--- src/dispatch_params.svh ---
`ifndef DISPATCH_PARAMS_SVH
`define DISPATCH_PARAMS_SVH

// Architectural register file
`define NUM_REGS 32
`define REG_ADDR_W 5
`define XLEN 32

// Cycles from issue to write-back, MUL has to be the longest pipe
`define LAT_ALU 1
`define LAT_LSU 2
`define LAT_MUL 3

// Forward the write-back value to same-cycle reads (0 turns it off)
`define ENABLE_BYPASS_WB 1

`endif

--- src/dispatch_pkg.sv ---
package dispatch_pkg;

    // Target execution pipe, one-hot
    typedef enum logic [3:0] {
        PIPE_NONE = 4'b0000,
        PIPE_ALU  = 4'b0001,
        PIPE_LSU  = 4'b0010,
        PIPE_MUL  = 4'b0100,
        PIPE_DIV  = 4'b1000
    } exe_pipe_e;

    typedef enum logic [3:0] {
        ALU_ADD,
        ALU_SUB,
        ALU_AND,
        ALU_OR,
        ALU_XOR,
        ALU_SLL,
        ALU_SRL,
        ALU_SRA,
        ALU_SLT,
        ALU_SLTU
    } alu_op_e;

    typedef enum logic [2:0] {
        BR_BEQ,
        BR_BNE,
        BR_BLT,
        BR_BGE,
        BR_BLTU,
        BR_BGEU
    } branch_op_e;

    typedef enum logic [1:0] {
        MUL_MUL,
        MUL_MULH,
        MUL_MULHSU,
        MUL_MULHU
    } mul_op_e;

    typedef enum logic [1:0] {
        DIV_DIV,
        DIV_DIVU,
        DIV_REM,
        DIV_REMU
    } div_op_e;

endpackage

--- src/operand_fetch.sv ---
`include "dispatch_params.svh"

module operand_fetch (
    input  logic                   clk,
    input  logic                   wb_en,
    input  logic [`REG_ADDR_W-1:0] wb_rd,
    input  logic [`XLEN-1:0]       wb_data,
    input  logic [`REG_ADDR_W-1:0] a1,
    input  logic [`REG_ADDR_W-1:0] a2,
    input  logic [`REG_ADDR_W-1:0] rd,
    output logic [`XLEN-1:0]       rs1_val,
    output logic [`XLEN-1:0]       rs2_val,
    output logic                   fwd_rs1,
    output logic                   fwd_rs2,
    output logic                   fwd_rd
);

    logic [`XLEN-1:0] regs [`NUM_REGS];
    logic             wb_live;
    logic             wb_fwd;

    // Writes to x0 are dropped
    assign wb_live = wb_en && (wb_rd != '0);
    assign wb_fwd  = (`ENABLE_BYPASS_WB != 0) && wb_live;

    always_ff @(posedge clk) begin
        if (wb_live) begin
            regs[wb_rd] <= wb_data;
        end
    end

    // Bypass hits also go to the scoreboard
    assign fwd_rs1 = wb_fwd && (wb_rd == a1);
    assign fwd_rs2 = wb_fwd && (wb_rd == a2);
    assign fwd_rd  = wb_fwd && (wb_rd == rd);

    // x0 reads zero whatever the array holds
    always_comb begin
        if (a1 == '0) begin
            rs1_val = '0;
        end else if (fwd_rs1) begin
            rs1_val = wb_data;
        end else begin
            rs1_val = regs[a1];
        end
    end

    always_comb begin
        if (a2 == '0) begin
            rs2_val = '0;
        end else if (fwd_rs2) begin
            rs2_val = wb_data;
        end else begin
            rs2_val = regs[a2];
        end
    end

    // Stored and forwarded paths give the same value one cycle apart
    a_rs1_after_wb: assert property (@(posedge clk)
        (wb_live && (wb_rd == a1)) ##1 ($stable(a1) && !fwd_rs1)
        |-> rs1_val == $past(wb_data));

    a_rs2_after_wb: assert property (@(posedge clk)
        (wb_live && (wb_rd == a2)) ##1 ($stable(a2) && !fwd_rs2)
        |-> rs2_val == $past(wb_data));

endmodule

--- src/hazard_tracker.sv ---
`include "dispatch_params.svh"

module hazard_tracker (
    input  logic                   clk,
    input  logic                   rst,
    input  logic                   issue_fire,
    input  dispatch_pkg::exe_pipe_e pipe,
    input  logic [`REG_ADDR_W-1:0] a1,
    input  logic [`REG_ADDR_W-1:0] a2,
    input  logic [`REG_ADDR_W-1:0] rd,
    input  logic                   reg_write,
    input  logic                   fwd_rs1,
    input  logic                   fwd_rs2,
    input  logic                   fwd_rd,
    input  logic                   wb_en,
    input  logic [`REG_ADDR_W-1:0] wb_rd,
    input  logic                   flush,
    input  logic                   div_done,
    output logic                   sb_conflict,
    output logic                   wb_conflict,
    output logic                   div_stall
);

    import dispatch_pkg::*;

    logic [`NUM_REGS-1:0] pending;
    logic [`NUM_REGS-1:0] set_bits;
    logic [`NUM_REGS-1:0] clr_bits;
    // mul_slot[j] means a MUL writes back j+1 cycles from now
    logic [`LAT_MUL-2:0]  mul_slot;
    logic                 mul_issue;
    logic                 div_issue;

    assign mul_issue = issue_fire && (pipe == PIPE_MUL);
    assign div_issue = issue_fire && (pipe == PIPE_DIV);

    always_comb begin
        set_bits = '0;
        clr_bits = '0;
        // x0 is never marked pending
        if (issue_fire && reg_write && (rd != '0)) begin
            set_bits[rd] = 1'b1;
        end
        if (wb_en) begin
            clr_bits[wb_rd] = 1'b1;
        end
    end

    // A new destination wins over a write-back to the same index
    always_ff @(posedge clk) begin
        if (rst) begin
            pending <= '0;
        end else begin
            pending <= (pending & ~clr_bits) | set_bits;
        end
    end

    assign sb_conflict = (pending[a1] && !fwd_rs1)
                      || (pending[a2] && !fwd_rs2)
                      || (pending[rd] && !fwd_rd);

    // Countdown of MUL write-back slots
    always_ff @(posedge clk) begin
        if (rst) begin
            mul_slot <= '0;
        end else begin
            mul_slot <= {mul_issue, mul_slot[`LAT_MUL-2:1]};
        end
    end

    // Shorter pipes must not land on a slot already taken by a MUL
    always_comb begin
        case (pipe)
            PIPE_ALU: wb_conflict = mul_slot[`LAT_ALU-1];
            PIPE_LSU: wb_conflict = mul_slot[`LAT_LSU-1];
            default:  wb_conflict = 1'b0;
        endcase
    end

    // Busy while the serial divider runs
    always_ff @(posedge clk) begin
        if (rst || flush || div_done) begin
            div_stall <= 1'b0;
        end else if (div_issue) begin
            div_stall <= 1'b1;
        end
    end

    a_sb_set_sticks: assert property (@(posedge clk) disable iff (rst)
        (issue_fire && reg_write && (rd != '0)) |=> pending[$past(rd)]);

    a_div_stall_cause: assert property (@(posedge clk) disable iff (rst)
        $rose(div_stall) |-> $past(div_issue));

endmodule

--- src/issue_stage.sv ---
`include "dispatch_params.svh"

module issue_stage (
    input  logic                       clk,
    input  logic                       rst,
    input  logic                       stall,
    input  logic                       flush,
    input  logic                       flush_div,
    input  logic                       id_valid,
    input  dispatch_pkg::exe_pipe_e    id_pipe,
    input  logic [`REG_ADDR_W-1:0]     id_a1,
    input  logic [`REG_ADDR_W-1:0]     id_a2,
    input  logic [`REG_ADDR_W-1:0]     id_rd,
    input  logic                       id_reg_write,
    input  logic                       id_alu_src,
    input  logic [`XLEN-1:0]           id_imm,
    input  logic [`XLEN-1:0]           id_pc,
    input  logic [`XLEN-1:0]           id_pc_inc,
    input  logic                       id_jal,
    input  logic                       id_jalr,
    input  logic                       id_branch,
    input  dispatch_pkg::branch_op_e   id_branch_op,
    input  dispatch_pkg::alu_op_e      id_alu_op,
    input  logic                       id_result_src,
    input  logic                       id_mem_load,
    input  logic                       id_mem_store,
    input  dispatch_pkg::mul_op_e      id_mul_op,
    input  dispatch_pkg::div_op_e      id_div_op,
    input  logic [`XLEN-1:0]           rs1_val,
    input  logic [`XLEN-1:0]           rs2_val,
    input  logic                       sb_conflict,
    input  logic                       wb_conflict,
    output logic                       issue_fire,
    output logic                       dispatch_conflict,
    output logic                       alu_valid,
    output logic [`REG_ADDR_W-1:0]     alu_rd,
    output logic                       alu_reg_write,
    output logic [`XLEN-1:0]           alu_rs1,
    output logic [`XLEN-1:0]           alu_rs2,
    output logic [`XLEN-1:0]           alu_imm,
    output logic [`XLEN-1:0]           alu_pc,
    output logic [`XLEN-1:0]           alu_pc_inc,
    output logic [`XLEN-1:0]           alu_pc_base,
    output logic                       alu_branch,
    output logic                       alu_jump,
    output dispatch_pkg::branch_op_e   alu_branch_op,
    output dispatch_pkg::alu_op_e      alu_op,
    output logic                       alu_result_src,
    output logic                       lsu_valid,
    output logic [`REG_ADDR_W-1:0]     lsu_rd,
    output logic                       lsu_reg_write,
    output logic [`XLEN-1:0]           lsu_rs1,
    output logic [`XLEN-1:0]           lsu_imm,
    output logic [`XLEN-1:0]           lsu_wdata,
    output logic                       lsu_load,
    output logic                       lsu_store,
    output logic                       mul_valid,
    output logic [`REG_ADDR_W-1:0]     mul_rd,
    output logic [`XLEN-1:0]           mul_rs1,
    output logic [`XLEN-1:0]           mul_rs2,
    output dispatch_pkg::mul_op_e      mul_op,
    output logic                       div_valid,
    output logic [`REG_ADDR_W-1:0]     div_rd,
    output logic [`XLEN-1:0]           div_rs1,
    output logic [`XLEN-1:0]           div_rs2,
    output dispatch_pkg::div_op_e      div_op
);

    import dispatch_pkg::*;

    logic alu_fire;
    logic lsu_fire;
    logic mul_fire;
    logic div_fire;

    // A conflicting instruction stays at the ID inputs
    assign issue_fire        = id_valid && !stall && !flush && !sb_conflict && !wb_conflict;
    assign dispatch_conflict = id_valid && (sb_conflict || wb_conflict);

    assign alu_fire = issue_fire && (id_pipe == PIPE_ALU);
    assign lsu_fire = issue_fire && (id_pipe == PIPE_LSU);
    assign mul_fire = issue_fire && (id_pipe == PIPE_MUL);
    assign div_fire = issue_fire && (id_pipe == PIPE_DIV);

    // ALU, LSU and MUL controls share the main flush
    always_ff @(posedge clk) begin
        if (rst || flush) begin
            alu_valid      <= 1'b0;
            alu_reg_write  <= 1'b0;
            alu_branch     <= 1'b0;
            alu_jump       <= 1'b0;
            alu_branch_op  <= BR_BEQ;
            alu_op         <= ALU_ADD;
            alu_result_src <= 1'b0;
            lsu_valid      <= 1'b0;
            lsu_reg_write  <= 1'b0;
            lsu_load       <= 1'b0;
            lsu_store      <= 1'b0;
            mul_valid      <= 1'b0;
            mul_op         <= MUL_MUL;
        end else if (!stall) begin
            alu_valid <= alu_fire;
            lsu_valid <= lsu_fire;
            mul_valid <= mul_fire;
            if (alu_fire) begin
                alu_reg_write  <= id_reg_write;
                alu_branch     <= id_branch;
                alu_jump       <= id_jal || id_jalr;
                alu_branch_op  <= id_branch_op;
                alu_op         <= id_alu_op;
                alu_result_src <= id_result_src;
            end
            if (lsu_fire) begin
                lsu_reg_write <= id_reg_write;
                lsu_load      <= id_mem_load;
                lsu_store     <= id_mem_store;
            end
            if (mul_fire) begin
                mul_op <= id_mul_op;
            end
        end
    end

    // The divider has its own flush
    always_ff @(posedge clk) begin
        if (rst || flush_div) begin
            div_valid <= 1'b0;
            div_op    <= DIV_DIV;
        end else if (!stall) begin
            div_valid <= div_fire;
            if (div_fire) begin
                div_op <= id_div_op;
            end
        end
    end

    // Payload, loaded only for the pipe that takes the instruction
    always_ff @(posedge clk) begin
        if (alu_fire) begin
            alu_rd      <= id_rd;
            alu_rs1     <= rs1_val;
            // Immediate baked into rs2 for register-immediate ops
            alu_rs2     <= id_alu_src ? id_imm : rs2_val;
            alu_imm     <= id_imm;
            alu_pc      <= id_pc;
            alu_pc_inc  <= id_pc_inc;
            alu_pc_base <= id_jalr ? rs1_val : id_pc;
        end
        if (lsu_fire) begin
            lsu_rd    <= id_rd;
            lsu_rs1   <= rs1_val;
            lsu_imm   <= id_imm;
            lsu_wdata <= rs2_val;
        end
        if (mul_fire) begin
            mul_rd  <= id_rd;
            mul_rs1 <= rs1_val;
            mul_rs2 <= rs2_val;
        end
        if (div_fire) begin
            div_rd  <= id_rd;
            div_rs1 <= rs1_val;
            div_rs2 <= rs2_val;
        end
    end

    a_one_valid: assert property (@(posedge clk) disable iff (rst)
        $onehot0({alu_valid, lsu_valid, mul_valid, div_valid}));

    // Stall would hold an older valid, so only the unstalled case is checked
    a_conflict_blocks: assert property (@(posedge clk) disable iff (rst)
        (dispatch_conflict && !stall)
        |=> !(alu_valid || lsu_valid || mul_valid || div_valid));

endmodule

--- src/dispatch_top.sv ---
`include "dispatch_params.svh"

module dispatch_top (
    input  logic                       clk,
    input  logic                       rst,
    // ID side, held until issue
    input  logic                       id_valid,
    input  dispatch_pkg::exe_pipe_e    id_pipe,
    input  logic [`REG_ADDR_W-1:0]     id_a1, id_a2, id_rd,
    input  logic                       id_reg_write, id_alu_src,
    input  logic [`XLEN-1:0]           id_imm, id_pc, id_pc_inc,
    input  logic                       id_jal, id_jalr, id_branch,
    input  dispatch_pkg::branch_op_e   id_branch_op,
    input  dispatch_pkg::alu_op_e      id_alu_op,
    input  logic                       id_result_src, id_mem_load, id_mem_store,
    input  dispatch_pkg::mul_op_e      id_mul_op,
    input  dispatch_pkg::div_op_e      id_div_op,
    // Write-back port
    input  logic                       wb_en,
    input  logic [`REG_ADDR_W-1:0]     wb_rd,
    input  logic [`XLEN-1:0]           wb_data,
    // Core control
    input  logic                       stall, flush, flush_div, div_done,
    output logic                       dispatch_conflict, div_stall,
    // ALU pipe
    output logic                       alu_valid,
    output logic [`REG_ADDR_W-1:0]     alu_rd,
    output logic                       alu_reg_write,
    output logic [`XLEN-1:0]           alu_rs1, alu_rs2, alu_imm,
    output logic [`XLEN-1:0]           alu_pc, alu_pc_inc, alu_pc_base,
    output logic                       alu_branch, alu_jump,
    output dispatch_pkg::branch_op_e   alu_branch_op,
    output dispatch_pkg::alu_op_e      alu_op,
    output logic                       alu_result_src,
    // LSU pipe
    output logic                       lsu_valid,
    output logic [`REG_ADDR_W-1:0]     lsu_rd,
    output logic                       lsu_reg_write,
    output logic [`XLEN-1:0]           lsu_rs1, lsu_imm, lsu_wdata,
    output logic                       lsu_load, lsu_store,
    // MUL pipe
    output logic                       mul_valid,
    output logic [`REG_ADDR_W-1:0]     mul_rd,
    output logic [`XLEN-1:0]           mul_rs1, mul_rs2,
    output dispatch_pkg::mul_op_e      mul_op,
    // DIV pipe
    output logic                       div_valid,
    output logic [`REG_ADDR_W-1:0]     div_rd,
    output logic [`XLEN-1:0]           div_rs1, div_rs2,
    output dispatch_pkg::div_op_e      div_op
);

    logic [`XLEN-1:0] rs1_val;
    logic [`XLEN-1:0] rs2_val;
    logic             fwd_rs1;
    logic             fwd_rs2;
    logic             fwd_rd;
    logic             sb_conflict;
    logic             wb_conflict;
    logic             issue_fire;

    operand_fetch u_operand_fetch (
        .a1 (id_a1),
        .a2 (id_a2),
        .rd (id_rd),
        .*
    );

    hazard_tracker u_hazard_tracker (
        .pipe      (id_pipe),
        .a1        (id_a1),
        .a2        (id_a2),
        .rd        (id_rd),
        .reg_write (id_reg_write),
        .*
    );

    // Port names match the top level one to one
    issue_stage u_issue_stage (
        .*
    );

endmodule

--- config.mk ---
export PLATFORM = sky130hd
export DESIGN_NAME = dispatch_top
export DESIGN_NICKNAME = d
export VERILOG_FILES = /design/src/dispatch_pkg.sv /design/src/operand_fetch.sv /design/src/hazard_tracker.sv /design/src/issue_stage.sv /design/src/dispatch_top.sv
export VERILOG_INCLUDE_DIRS = /design/src
export SDC_FILE = /design/constraint.sdc
export NUM_CORES = 2
export LEC_CHECK = 0
export BUFFER_PORTS_ARGS = -buffer_cell sky130_fd_sc_hd__buf_2
export CORE_ASPECT_RATIO = 1.1
export CORE_MARGIN = 5
export CORE_UTILIZATION = 35
export DETAILED_ROUTE_END_ITERATION = 8
export GPL_TIMING_DRIVEN = 1
export PLACE_DENSITY = 0.54
export SLEW_MARGIN = 15
export SYNTH_ARGS = -nofsm -noshare
export SYNTH_HDL_FRONTEND = slang
export SYNTH_SLANG_ARGS = --single-unit
--- constraint.sdc ---
create_clock -name clk -period 9.46 [get_ports clk]
set_clock_uncertainty 0.1 [all_clocks]
set_input_delay 1.892 -clock clk [delete_from_list [all_inputs] [get_ports clk]]
set_output_delay 1.892 -clock clk [all_outputs]
set_load 0.03 [all_outputs]
## After elaboration in Yosys (flattened, before gate mapping)

Memory sizes are Yosys's and may differ from the RTL's.
Cells that the tools add are included.
W data, S select, Z words.

- Bits in registers: 493
- Memories: 1
- Word-level logic and storage cells: 116
- RAM bits: 1024
- Input bits: 179

- Equality and inequality tests: 7
- Reductions and logical operators: 42
- Muxes and demuxes: 21
- Bitwise operators: 4
- Order comparisons: 6

Memories:

| memory | depth | width | read ports | clocked after memory_dff | wr ports | line | RTL |
|---|---|---|---|---|---|---|---|
| u_operand_fetch.regs | 32 | 32 | 2 | 0 | 1 | operand_fetch.sv:18 | `` logic [`XLEN-1:0] regs [`NUM_REGS]; `` |

Operators by type and width:

| operator | number |
|---|---|
| $mux W32 | 8 |
| $and A32 B32 Y32 | 1 |
| $not A32 Y32 | 1 |
| $or A32 B32 Y32 | 1 |
| $lt A5 B6 Y1 const B | 4 |
| $logic_and A1 B1 Y1 | 20 |
| $bmux W1 S5 | 3 |
| $eq A5 B5 Y1 | 3 |
| $demux W1 S5 | 2 |
| $ge A5 B1 Y1 const B | 2 |
| $logic_not A5 Y1 | 2 |
| $reduce_bool A5 Y1 | 2 |
| $reduce_and A2 Y1 | 4 |
| $logic_not A1 Y1 | 7 |
| $logic_or A1 B1 Y1 | 7 |
| $mux W1 | 7 |
| $eq A4 B1 Y1 const B | 1 |
| $eq A4 B2 Y1 const B | 1 |
| $eq A4 B3 Y1 const B | 1 |
| $eq A4 B4 Y1 const B | 1 |
| $pmux W1 S2 | 1 |
| $not A1 Y1 | 1 |

## Longest topological paths before layout

- Depth in word-level cells: 14
- Depth in mapped cells: 12
- Depth with buffers taken out: 7

## Cells and area by module

From an unflattened synthesis, not the netlist that was laid out.

- Cells, all modules: 3494
- Area total of the unflattened synthesis: 65161.2 µm²

Modules (own cells, without submodules):

| module | area an instance (µm²) | times used | cells each |
|---|---|---|---|
| operand_fetch | 47997.3 | 1 | 2623 |
| issue_stage | 14845.5 | 1 | 620 |
| hazard_tracker | 2318.5 | 1 | 251 |

## Worst setup path before layout

OpenSTA, ideal clock, no wires.

- Kind: input-to-reg
- Start point: input port id_rd[0]
- End point: register u_issue_stage.alu_imm[0], enable pin
- Setup time: 0.583 ns
- Cell stages on the path: 8
- Arrival time: 8.080 ns
- Slack: 0.697 ns
- Buffers on the path: 2
- Data required time: 8.777 ns
- Cell sequence: buf_2 mux4_2 a22o_1 a221oi_1 o211ai_1 nand2_1 buf_4 and3_1

- Longest elaborated chain between the ends: 9
- Elaborated cells on any way between the ends: 11
- Those cells by class: eq/ne: 1; mux: 2; reduce/logical: 8

RTL lines:

| item | line | RTL |
|---|---|---|
| start, declared | dispatch_top.sv:9 | `` input logic [`REG_ADDR_W-1:0] id_a1, id_a2, id_rd, `` |
| branches (longest 3 deep; another with $bmux W1 S5) | -- |  |
| $logic_and A1 B1 Y1 * | hazard_tracker.sv:60 | `\|\| (pending[rd] && !fwd_rd);` |
| $logic_or A1 B1 Y1 * | hazard_tracker.sv:60 |  |
| $logic_not A1 Y1 * | issue_stage.sv:77 | `assign issue_fire = id_valid && !stall && !flush && !sb_conflict && !wb_conflict;` |
| $logic_and A1 B1 Y1 * (2 in series) | issue_stage.sv:77 |  |
| $logic_and A1 B1 Y1 * | issue_stage.sv:80 | `assign alu_fire = issue_fire && (id_pipe == PIPE_ALU);` |
| named net u_issue_stage.alu_fire | issue_stage.sv:71 | `logic alu_fire;` |
| end signal, assigned | issue_stage.sv:144 | `alu_imm <= id_imm;` |
| end, declared | issue_stage.sv:40 | `` output logic [`XLEN-1:0] alu_imm, `` |

Mark *: on every way through the listed nets, which the timed path passes. The select of a mux whose other input is x is not followed.
A chain may end at the register's enable or synchronous reset.

## Final worst setup path

- Start point: input port wb_rd[2]
- End point: output port dispatch_conflict

- Longest elaborated chain between the ends: 9
- Elaborated cells on any way between the ends: 18
- Those cells by class: eq/ne: 3; reduce/logical: 15

RTL lines:

| item | line | RTL |
|---|---|---|
| start, declared | dispatch_top.sv:20 | `` input logic [`REG_ADDR_W-1:0] wb_rd, `` |
| $reduce_bool A5 Y1 | operand_fetch.sv:23 | `assign wb_live = wb_en && (wb_rd != '0);` |
| $logic_and A1 B1 Y1 | operand_fetch.sv:23 |  |
| $logic_and A1 B1 Y1 (on tied branches) | operand_fetch.sv:33, operand_fetch.sv:34 |  |
| $logic_not A1 Y1 (on tied branches) | hazard_tracker.sv:58, hazard_tracker.sv:59 |  |
| $logic_and A1 B1 Y1 (on tied branches) | hazard_tracker.sv:58, hazard_tracker.sv:59 |  |
| $logic_or A1 B1 Y1 | hazard_tracker.sv:59 | `\|\| (pending[a2] && !fwd_rs2)` |
| $logic_or A1 B1 Y1 * | hazard_tracker.sv:60 |  |
| $logic_or A1 B1 Y1 * | issue_stage.sv:78 | `assign dispatch_conflict = id_valid && (sb_conflict \|\| wb_conflict);` |
| $logic_and A1 B1 Y1 * | issue_stage.sv:78 |  |
| end, declared | dispatch_top.sv:24 | `output logic dispatch_conflict, div_stall,` |

Mark *: on every way between the ends. The rest lies on a longest branch, timed or not.

==> results.md <==
* Status: finished, final reports clean
* Crit-path leading delay family: compound AO/OA/AOI/OAI gates
* Max_cap viols at 0
* Post-synthesis mux area share at 22.8%
* Vias in the first global route at 37600
* # fillers at 16400
* Gr ovfl total at 0
* Total length of routed wires at 218000 um
* First-pass GRT wire length at 302000 um
* Buf+Inv Stages, Crit Path at 3
* Syn-to-layout area delta at 17.3%
* Grt peak-use layer: met2
* WHS Endpoint: u_issue_stage.alu_op[1]$_SDFFE_PP0P_
* Register with the most flip-flops: u_operand_fetch.regs
* Slew HR at 12.7%
* Crit path top cell by count: buf_2
* Final ANT Viol Nets at 0
* Ys flop type: edfxtp_1
* LEAKAGE at 25.3 nW
* Die height at 463 um
* Area contributors post-synth: edfxtp_1 (67%), mux4_2 (19%), mux2i_1 (2.4%)
* Sw frac at 22.9%
* Overall Global Routing Usage at 21.7%
* CP endpoint kind: output pin
* Port bufs at 638
* Worst skew pair latency at 0.79 ns
* Final HPWL DP at 130000 um
* FF+latch area at 45000 um2
* Sequential area share after synthesis at 68.9%
* Post-Synth Adder-Cell Area at 0%
* Worst r2r src: u_hazard_tracker.pending[17]$_SDFF_PP0_
* I/O pin total at 639
* Post-cts repair resize count at 0
* CP Launch Type: input port
* Dpl cell area at 71700 um2
* Number of hold buffers added after CTS at 0
* Largest stage delay, worst path at 0.58 ns
* Max Clk Rate at 149 MHz
* Internal Pwr Total at 0.0112 W
* Crit-path slowest cell: o31ai_1
* Critical Path, Cell by Cell: buf_2 -> or3_1 -> o31ai_1 -> nor4_2 -> buf_4 -> a311oi_4 -> nor2_8 -> a21boi_0 -> buf_2
* RSZ-0062 raised after global routing: no
* R2R Setup Slk at 5.57 ns
* Switch Pwr at 0.00334 W
* Clock-pin transition on the worst setup and hold timing paths at 0.06 ns
* Hold Crit Class: reg2reg
* Min-delay src: u_issue_stage.alu_op[1]$_SDFFE_PP0P_
* Core Region at 186000 um2
* Largest family of logic cells by synthesized area: multiplexers
* Post-layout min period at 6.69 ns
* Routing usage on met3 at 3.99%
* DR vias at 37200
* Worst EP arrival at 4.70 ns
* Synth Area in XOR/XNOR at 0.201%
* CP Max Fanout at 23
* GR Util met2 at 37.6%
* DR DRC count at 0
* R2R Path End: u_issue_stage.alu_rs2[8]$_DFFE_PP_
* Clock share of power at 40.7%
* Syn Area/Cell at 20.2 um2
* Seq pwr share at 51.4%
* FF-to-FF path depth at 7
* Sink Count at 1517
* Placer congestion estimate at 0.827
* Hold path cells at 2
* Initial cell density of the core at 35.1%
* Die width at 422 um
* Multi-input gate area at 19500 um2
* Max reg flops at 1024
* Htree depth at 4
* Root Buffer: clkbuf_16
* Num CTS Buffers at 151
* YS warnings at 0
* # nets final at 4099
* Yosys reg bits at 1517
* Yosys top cell by area: edfxtp_1
* CTS tree: yes
* Pin count of the biggest net entering global routing at 120
* Synth Area in Simple Gates at 3.01%
* Hold Fails Final Rpt at 0
* Synth Area in Compound Gates at 3.27%
* Routing usage on met1 at 27.9%
* Mapped Area at 65300 um2
* TritonRoute pass-1 iters at 5
* Die area at 195000 um2
* Top cell type's share of synthesized area at 67.1%
* Final TNS setup at 0 ns
* P per Cell Area at 190 nW/um2
* Required @ worst endpoint at 7.47 ns
* Combinational Power Share at 7.8%
* Tcrit/Tclk final at 70.8%
* CTS Buffer Depth at 3
* Setup-failing EPs final at 0
* Most common cell after layout, fill and taps aside: edfxtp_1
* Yosys cell types at 62
* Initial drt markers at 3597
* Slew Viols, Final at 0
* Post-CTS setup repair buffer count at 0
* Fraction of layout instances using a drive strength above 1 at 41.6%
* WL/cell at 33.6 um
* Tightest Pin Transition at 1.30 ns
* Post-synth EDFFs at 1460
* Final Cell Area at 76600 um2
* Via-per-instance ratio at 5.74
* Max VDD drop at 0.183 mV
* Setup Crit Path Kind: in2out
* Most frequent cells in the layout: edfxtp_1 (1460), buf_2 (630), mux4_2 (554), mux2i_1 (155), clkbuf_16 (153)
* Syn Inst Count at 3225
* Initial antenna violation count at 31
* FP Rows at 166
* FFs w/ async S/R, synth at 0%
-- synthesized netlist by cell type, types with 6 or more instances --
| master | n |
|---|---|
| a221oi_1 | 42 |
| o221ai_1 | 27 |
| nor3b_1 | 7 |
| o22ai_1 | 19 |
| dfxtp_1 | 57 |
| mux2i_1 | 155 |
| buf_1 | 22 |
| mux4_2 | 554 |
| nand3_1 | 24 |
| o31ai_1 | 39 |
| a22o_1 | 20 |
| a211oi_1 | 56 |
| edfxtp_1 | 1460 |
| and2_1 | 21 |
| o21ai_1 | 12 |
| nor3_1 | 16 |
| mux2_2 | 74 |
| or3b_2 | 30 |
| inv_1 | 6 |
| buf_4 | 36 |
| a21oi_1 | 22 |
| buf_6 | 8 |
| buf_2 | 79 |
| nand3b_1 | 15 |
| nor2_1 | 98 |
| nor2b_1 | 22 |
| nand2b_1 | 7 |
| nand2_1 | 106 |
| clkbuf_1 | 92 |
| o21ai_0 | 32 |
| xor2_1 | 7 |
| xnor2_1 | 8 |
-- logic make-up (layout without fill, tap and decap cells) --
family          count (synthesis)  after routing
buf+inv                       244           1029
other cells                     1             41
xor+xnor                       15             15
mux                           783            783
flops                        1517           1517
compound gates                289            289
simple gates                  376            376
-- final cells by class --
| class | count | area share (%) |
|---|---|---|
| Sequential cell | 1517 | 58.7 |
| Tap cell | 2436 | 3.98 |
| Multi-Input combinational cell | 1495 | 25.5 |
| Clock inverter | 100 | 1.21 |
| Timing Repair Buffer | 748 | 5.42 |
| Clock buffer | 174 | 5.10 |
| Inverter | 7 | 0.0359 |
| Antenna cell | 9 | 0.0294 |
-- how the worst max path moves through the flow --
stage,startpoint,to,slack (ns),cells after the start
2_1_floorplan,id_rd[0],u_issue_stage.alu_imm[0]$_DFFE_PP_,0.70,8
3_3_place_gp,wb_rd[2],dispatch_conflict,2.79,9
3_5_place_dp,wb_rd[2],dispatch_conflict,2.78,9
4_1_cts,wb_rd[2],dispatch_conflict,2.76,9
5_1_grt,wb_rd[2],dispatch_conflict,2.65,9
6_report,wb_rd[2],dispatch_conflict,2.77,9
-- worst reg2reg max path: stages, from the launching register on --
cell	delay, ns
dfxtp_1	0.38
mux4_2	0.49
a22o_1	0.19
a221oi_1	0.28
o211ai_1	0.15
nand2_1	0.39
and3_4	0.71
buf_12	0.58
-- power groups by stage --
| stage | clock network, W | logic [W] | registers (W) |
|---|---|---|---|
| floorplan | 0 | 0.000659 | 0.00763 |
| global placement | 0 | 0.00114 | 0.00763 |
| detailed placement | 0 | 0.00114 | 0.00763 |
| CTS | 0.00606 | 0.00115 | 0.00749 |
| global route | 0.00633 | 0.00120 | 0.00749 |
| finish | 0.00593 | 0.00114 | 0.00749 |
-- metal layers --
metal | vias to the layer above | wire length [um] | share of wire [%]
met5 | - | 45 | 0.021
met4 | 8 | 6910 | 3.2
met3 | 349 | 16200 | 7.4
met2 | 1786 | 110000 | 51
met1 | 20000 | 84400 | 39
li1 | 15100 | - | -
-- metrics by stage --
| stage | utilization, % | setup slack (ns) | hold WS (ns) | cells | total power [W] |
|---|---|---|---|---|---|
| floorplan | - | 0.697 | 0.339 | 3256 | 0.00829 |
| global placement | 38.6 | 2.79 | 0.340 | 6203 | 0.00877 |
| detailed placement | 38.6 | 2.78 | 0.348 | 6203 | 0.00878 |
| CTS | 41.2 | 2.76 | 0.357 | 6477 | 0.0147 |
| global route | 41.2 | 2.65 | 0.368 | 6479 | 0.0150 |
| finish | 41.2 | 2.77 | 0.358 | 6486 | 0.0146 |
Note: power is estimated with default switching activity, not from simulation.
